## src/rrelu_pkg.sv

```systemverilog
package rrelu_pkg;

  // ##########################################################################
  // Q8.8 sample format
  // ##########################################################################

  localparam int data_width = 16;
  localparam int frac_width = 8;   // Fraction bits, also the slope width

  typedef logic signed [data_width-1:0] data_t;
  typedef logic [frac_width-1:0] slope_t;   // Value is slope / 256
  typedef logic [15:0] seed_t;              // LFSR state word
  typedef logic [3:0] shift_t;              // Range field, one nibble each

  // Register map
  typedef enum logic [1:0] {
    reg_mode  = 2'd0,
    reg_slope = 2'd1,
    reg_range = 2'd2,
    reg_seed  = 2'd3
  } reg_addr_e;

  localparam int    default_lanes     = 4;
  localparam seed_t default_lfsr_poly = 16'h1021;   // CRC-16 CCITT

  // ##########################################################################
  // Register reset values
  // ##########################################################################

  localparam logic   default_train_mode  = 1'b1;
  localparam slope_t default_fixed_slope = 8'h20;   // 1/8
  localparam shift_t default_upper       = 4'd1;    // Slopes below 1/2
  localparam shift_t default_lower       = 4'd6;    // Down to 1/64

  // Mask 0x7C with the shifts above
  localparam seed_t  default_seed        = '1;

endpackage

```

## src/fixed_rrelu.sv

```systemverilog
`timescale 1ns/1ps

module fixed_rrelu
  import rrelu_pkg::*;
#(
  parameter int    lanes     = default_lanes,
  parameter seed_t lfsr_poly = default_lfsr_poly
) (
  input  logic   clk,
  input  logic   rst,

  input  data_t  data_in [lanes],
  input  logic   in_valid,
  output logic   in_ready,

  output data_t  data_out [lanes],
  output logic   out_valid,
  input  logic   out_ready,

  input  logic   train_mode,
  input  slope_t fixed_slope,
  input  slope_t slope_mask,
  input  seed_t  seed,
  input  logic   reseed
);

  logic transfer;
  logic advance;

  // Zero latency handshake
  assign out_valid = in_valid;
  assign in_ready  = out_ready;

  // Random slopes only move on an accepted sample
  assign transfer = in_valid && out_ready;
  assign advance  = transfer && train_mode;

  // ##########################################################################
  // Lanes
  // ##########################################################################

  for (genvar i = 0; i < lanes; i++)
  begin : g_lane
    rrelu_lane #(
      .lane_index (i),
      .lfsr_poly  (lfsr_poly)
    ) rrelu_lane_i (
      .clk         (clk),
      .rst         (rst),
      .advance     (advance),
      .reseed      (reseed),
      .train_mode  (train_mode),
      .fixed_slope (fixed_slope),
      .slope_mask  (slope_mask),
      .seed        (seed),
      .sample_in   (data_in[i]),
      .sample_out  (data_out[i])
    );
  end

endmodule

```

## src/lfsr_step.sv

```systemverilog
`timescale 1ns/1ps

// One step of a Galois LFSR, left shifting
module lfsr_step
  import rrelu_pkg::*;
#(
  parameter seed_t lfsr_poly = default_lfsr_poly
) (
  input  seed_t state_in,
  output seed_t state_out
);

  logic  feedback;
  seed_t shifted;

  assign feedback = state_in[$bits(seed_t)-1];   // Bit falling off the top
  assign shifted  = {state_in[$bits(seed_t)-2:0], 1'b0};

  always_comb
  begin
    if (feedback)
    begin
      state_out = shifted ^ lfsr_poly;
    end
    else
    begin
      state_out = shifted;
    end
  end

endmodule

```

## src/rrelu_config.sv

```systemverilog
`timescale 1ns/1ps

module rrelu_config
  import rrelu_pkg::*;
(
  input  logic        clk,
  input  logic        rst,
  input  logic        cfg_write,
  input  reg_addr_e   cfg_addr,
  input  logic [15:0] cfg_wdata,
  output logic        train_mode,
  output slope_t      fixed_slope,
  output slope_t      slope_mask,
  output seed_t       seed,
  output logic        reseed
);

  shift_t upper_shift;
  shift_t lower_shift;
  slope_t upper_bits;
  slope_t lower_bits;

  // Slope bits below 2^frac_width >> shift
  function automatic slope_t bits_below(input shift_t shift);
    logic [frac_width:0] limit;
    limit = {1'b1, {frac_width{1'b0}}} >> shift;
    if (limit == '0)
      return '0;
    return slope_t'(limit - 1'b1);
  endfunction

  // ##########################################################################
  // Registers
  // ##########################################################################

  always_ff @(posedge clk)
  begin
    if (rst)
    begin
      train_mode  <= default_train_mode;
      fixed_slope <= default_fixed_slope;
      upper_shift <= default_upper;
      lower_shift <= default_lower;
      seed        <= default_seed;
    end
    else if (cfg_write)
    begin
      case (cfg_addr)
        reg_mode:  train_mode <= cfg_wdata[0];
        reg_slope: fixed_slope <= cfg_wdata[frac_width-1:0];
        reg_range:
        begin
          upper_shift <= cfg_wdata[3:0];
          lower_shift <= cfg_wdata[7:4];
        end
        reg_seed:  seed <= cfg_wdata;
      endcase
    end
  end

  // Lanes reload in the cycle after reset or a seed write
  always_ff @(posedge clk)
  begin
    if (rst)
      reseed <= 1'b1;
    else
      reseed <= cfg_write && (cfg_addr == reg_seed);
  end

  // Mask keeps bits between the upper and lower limits
  assign upper_bits = bits_below(upper_shift);
  assign lower_bits = bits_below(lower_shift);
  assign slope_mask = upper_bits & ~lower_bits;

endmodule

```

## src/rrelu_lane.sv

```systemverilog
`timescale 1ns/1ps

module rrelu_lane
  import rrelu_pkg::*;
#(
  parameter int    lane_index = 0,
  parameter seed_t lfsr_poly  = default_lfsr_poly
) (
  input  logic   clk,
  input  logic   rst,
  input  logic   advance,       // Transfer in training mode
  input  logic   reseed,
  input  logic   train_mode,
  input  slope_t fixed_slope,
  input  slope_t slope_mask,
  input  seed_t  seed,
  input  data_t  sample_in,
  output data_t  sample_out
);

  seed_t  salted_seed;
  seed_t  start_state;
  seed_t  state;
  seed_t  next_state;
  slope_t lfsr_slope;
  slope_t slope;

  // Full product of Q8.8 sample and 0.8 slope
  logic signed [data_width+frac_width:0] product;
  logic signed [data_width+frac_width:0] scaled;

  // ##########################################################################
  // Random slope source
  // ##########################################################################

  // Each lane starts from its own point in the sequence
  assign salted_seed = seed ^ seed_t'(lane_index);
  assign start_state = (salted_seed == '0) ? '1 : salted_seed;   // Zero locks up

  always_ff @(posedge clk)
  begin
    if (rst || reseed)
    begin
      state <= start_state;
    end
    else if (advance)
    begin
      state <= next_state;
    end
  end

  lfsr_step #(
    .lfsr_poly (lfsr_poly)
  ) lfsr_step_i (
    .state_in  (state),
    .state_out (next_state)
  );

  // Slope taken from the state before this cycle's step
  assign lfsr_slope = state[frac_width-1:0] & slope_mask;
  assign slope      = train_mode ? lfsr_slope : fixed_slope;

  // ##########################################################################
  // Scaling of negative samples
  // ##########################################################################

  assign product = sample_in * $signed({1'b0, slope});   // Slope is never negative
  assign scaled  = product >>> frac_width;               // Back to Q8.8

  always_comb
  begin
    if (sample_in < 0)
    begin
      sample_out = scaled[data_width-1:0];
    end
    else
    begin
      sample_out = sample_in;
    end
  end

endmodule

```

## src/rrelu_top.sv

```systemverilog
`timescale 1ns/1ps

module rrelu_top
  import rrelu_pkg::*;
#(
  parameter int    lanes     = default_lanes,
  parameter seed_t lfsr_poly = default_lfsr_poly
) (
  input  logic        clk,
  input  logic        rst,

  // Sample stream
  input  data_t       data_in [lanes],
  input  logic        in_valid,
  output logic        in_ready,
  output data_t       data_out [lanes],
  output logic        out_valid,
  input  logic        out_ready,

  // Host register writes
  input  logic        cfg_write,
  input  reg_addr_e   cfg_addr,
  input  logic [15:0] cfg_wdata
);

  logic   train_mode;
  slope_t fixed_slope;
  slope_t slope_mask;
  seed_t  seed;
  logic   reseed;

  rrelu_config rrelu_config_i (
    .clk         (clk),
    .rst         (rst),
    .cfg_write   (cfg_write),
    .cfg_addr    (cfg_addr),
    .cfg_wdata   (cfg_wdata),
    .train_mode  (train_mode),
    .fixed_slope (fixed_slope),
    .slope_mask  (slope_mask),
    .seed        (seed),
    .reseed      (reseed)
  );

  fixed_rrelu #(
    .lanes     (lanes),
    .lfsr_poly (lfsr_poly)
  ) fixed_rrelu_i (
    .clk         (clk),
    .rst         (rst),
    .data_in     (data_in),
    .in_valid    (in_valid),
    .in_ready    (in_ready),
    .data_out    (data_out),
    .out_valid   (out_valid),
    .out_ready   (out_ready),
    .train_mode  (train_mode),
    .fixed_slope (fixed_slope),
    .slope_mask  (slope_mask),
    .seed        (seed),
    .reseed      (reseed)
  );

endmodule
```

## config.mk

```make
export PLATFORM = sky130hd
export DESIGN_NAME = rrelu_top
export DESIGN_NICKNAME = d
export VERILOG_FILES = /design/src/rrelu_pkg.sv /design/src/fixed_rrelu.sv /design/src/lfsr_step.sv /design/src/rrelu_config.sv /design/src/rrelu_lane.sv /design/src/rrelu_top.sv
export SDC_FILE = /design/constraint.sdc
export NUM_CORES = 1
export LEC_CHECK = 0
export ABC_AREA = 0
export BUFFER_PORTS_ARGS = -buffer_cell sky130_fd_sc_hd__buf_2
export CORE_UTILIZATION = 23
export CTS_CLUSTER_DIAMETER = 30
export CTS_CLUSTER_SIZE = 25
export DETAILED_ROUTE_END_ITERATION = 8
export PLACE_DENSITY_LB_ADDON = 0.12
export SYNTH_ARGS = -nofsm -noshare
export SYNTH_HDL_FRONTEND = slang
export SYNTH_SLANG_ARGS = --single-unit
```

## constraint.sdc

```tcl
create_clock -name clk -period 12.7 [get_ports clk]
set_input_delay 0.635 -clock clk [delete_from_list [all_inputs] [get_ports clk]]
set_output_delay 0.635 -clock clk [all_outputs]
set_load 0.01 [all_outputs]
```

==> metrics.md <==
| Metric | Value |
|---|---|
| P per Cell Area | `207 mW/mm^2` |
| Clk_skew | `0.0219 ns` |
| Slew @ Worst Pin | `1.12 ns` |
| Initial antenna violation count | `5` |
| Required @ worst endpoint | `12.06 ns` |
| Hold WS | `0.484 ns` |
| Worst Path Max Fanout | `21` |
| Multiplexer share of the synthesized area | `0.0203` |
| Post-DP Area | `0.0242 mm^2` |
| Mapped Area | `0.0222 mm^2` |
| CTS Hold Buffers Added | `0` |
| Sequential area share after synthesis | `0.117` |
| Clock transition at path regs | `0.09 ns` |
| Syn Area/Cell | `8.89 um^2` |
| Core area | `approximately 0.095 mm^2` |
| WL per Instance | `16.8 um` |
| TritonCTS clock tree | `built` |
| First-pass GRT wire length | `106000 um` |
| Die footprint | `0.0976 mm^2` |
| Layout cells sized above 1 | `0.0937` |
| DRT Wirelength | `64500 um` |
| Port Buffer Count | `about 150` |
| Routability cong. | `0.784` |
| Share of the synthesized area in the top cell type | `0.358` |
| CTS resizes | `0` |
| Post-DP HPWL | `52200 um` |
| Clk_lat worst skew | `0.37 ns` |
| Setup violations, final | `0` |
| Post-synth EDFFs | `64` |
| Vias in the first global route | `18400` |
| Top FF cell, synth | `edfxtp_1` |
| Die height | `between 300 and 400 um` |
| Compound-Gate Fraction of Synth Area | `0.0862` |
| Critical Path AT | `7.65 ns` |
| Setup TNS | `0 ns` |
| Post-route setup slack | `4.41 ns` |
| Initial core utilization | `0.233` |
| GRT Resource Usage Total | `0.137` |
| Post-synthesis register bit count | `98` |
| Static Leak | `12.0 nW` |
| Hold Vio Cnt, Final | `0` |
| CTS buffer count | `9` |
| Outcome | `complete, no violations` |
| Net Count, Synth | `~3100` |
| Synth cell count leaders | `inv_1, fa_1, nand2_1` |
| Clock tree root driver cell | `clkbuf_16` |
| Top post-synthesis cells by area | `fa_1, ha_1, inv_1` |
| Worst IR Drop VDD | `between 150 and 200 uV` |
| Die Width | `312 um` |
| Via Count | `16600` |
| Unrepaired setup endpoints after global routing | `false` |
| Finished Layout Cells | `slightly below 4000` |
| Slew headroom | `0.245` |
| Ys Warns | `0` |
| Count of different cell masters after synthesis | `67` |
| Finished layout cell area | `0.0246 mm^2` |
| Largest net degree at the start of global routing | `65` |
| Post-synth top area cell | `fa_1` |
| # fillers | `10400` |
| Reg area | `around 0.0026 mm^2` |
| Synthesized-area fraction occupied by xor and xnor cells | `0.0277` |
| Post-Synth Adder-Cell Area | `0.455` |
| Area of the multi-input gates | `0.0172 mm^2` |
| Top-count cell post-synth | `inv_1` |
| Post-CTS setup buffers | `0` |
| Fin. max-slew vios | `0` |
| Crit path time final | `8.29 ns` |
| Hold Crit Class | `primary input to register` |
| Via density | `between 4 and 5` |
| Sink Count | `98` |
| GRT overflow | `0` |
| FP Rows | `113` |
| CP Class | `register to output pin` |
| H-tree depth | `3` |
| Synth-to-Final Area Change | `10.9%` |
| CP endpoint kind | `output pin` |
| Period utilization | `0.653` |
| Top Ports | `153` |
| Crit path launch type | `register` |
| Main combinational cell family by area after synthesis | `adder cells` |
| Max Freq | `about 120 MHz` |
| Clk buf depth | `2` |
| DRT Pass-1 Iters | `4` |
| Simple-gate share of the synthesized area | `0.188` |
| Dpl cells | `3831` |
| DP Worst Slack | `4.72 ns` |
| Iteration-0 DRC count of the detailed router | `612` |
| Total design power | `5.10 mW` |
| NumNets Final | `around 3200` |
| Post-DRT Antenna Nets | `0` |
| Number of max-cap violations | `0` |
| DRC errors left | `0` |
| Final design utilization | `0.258` |
| Ys async rst share | `0` |
| Cells after synthesis | `~2500` |
-- state kept, by name (all words and copies together) (netlist names) --
signal                                   cells
fixed_rrelu_i.g_lane.rrelu_lane_i.state     64
rrelu_config_i.seed                         16
rrelu_config_i.fixed_slope                   8
rrelu_config_i.lower_shift                   4
rrelu_config_i.upper_shift                   4
rrelu_config_i.reseed                        1
rrelu_config_i.train_mode                    1
-- path summary, 6_finish.rpt --
check	to	start	cells after the start	slack, ns
max	data_out[61]	rrelu_config_i.train_mode	21	4.41
min	rrelu_config_i.seed[14]	cfg_wdata[14]	3	0.48
max reg2reg	fixed_rrelu_i.g_lane[2].rrelu_lane_i.state[12]	rrelu_config_i.seed[10]	6	10.13
min reg2reg	rrelu_config_i.fixed_slope[5]	rrelu_config_i.fixed_slope[5]	1	0.51
-- report_power, final --
part	total [mW]	leakage, nW	internal, mW	switching (mW)
registers	0.383	0.834	0.364	0.0192
clock network	0.289	0.152	0.142	0.147
logic	4.43	11.1	1.95	2.47
-- layout make-up --
class / count / share of cell area
timing repair buffer: 166 / 0.0352
inverter: 524 / 0.0800
sequential: 98 / 0.106
multi-input combinational: 1778 / 0.701
clock inverter: 7 / 0.00372
tap: 1265 / 0.0644
antenna: 4 / 0.000407
clock buffer: 9 / 0.00916
-- per-layer routing --
metal,global-route usage,vias up,part of all wire
met5,0,-,0.00053
met4,0.0126,6,0.0056
met3,0.00995,27,0.020
met2,0.237,193,0.49
li1,-,7859,-
met1,0.192,8474,0.48
-- worst max-delay path, cell delays in order (launching register included) --
cell	delay (ns)
dfxtp_1	0.76
nand2b_1	0.25
a211oi_1	0.82
a21o_1	0.58
nand2_1	0.16
fa_1	0.53
fa_1	0.55
inv_1	0.05
fa_1	0.47
inv_1	0.06
fa_1	0.48
inv_1	0.05
ha_1	0.35
nand2_1	0.07
a2111oi_1	0.48
a221oi_2	0.15
o21a_1	0.34
a211oi_2	0.45
nor3_1	0.14
xnor2_1	0.15
mux2_2	0.26
buf_2	0.14
-- cells in the final DEF (no fill, tap or decap), drive strengths merged, types with 9 or more instances in the layout --
cell type,n
nand3,15
fa,396
o21a,9
a211oi,14
inv,526
nor2,94
nor2b,69
xor2,23
a21oi,76
mux2,32
nand3b,26
mux2i,9
nand2b,21
and2,210
o22a,27
edfxtp,64
a21o,44
clkbuf,9
dfxtp,34
nand2,338
buf,166
o21ai,29
nor3,22
xnor2,47
ha,172
-- logic make-up after synthesis --
group,count (synthesis)
mux,41
xor+xnor,70
flops,98
simple gates,837
compound gates,262
buf+inv,615
fa+ha+maj,568
Note: power is estimated with default switching activity, not from simulation.
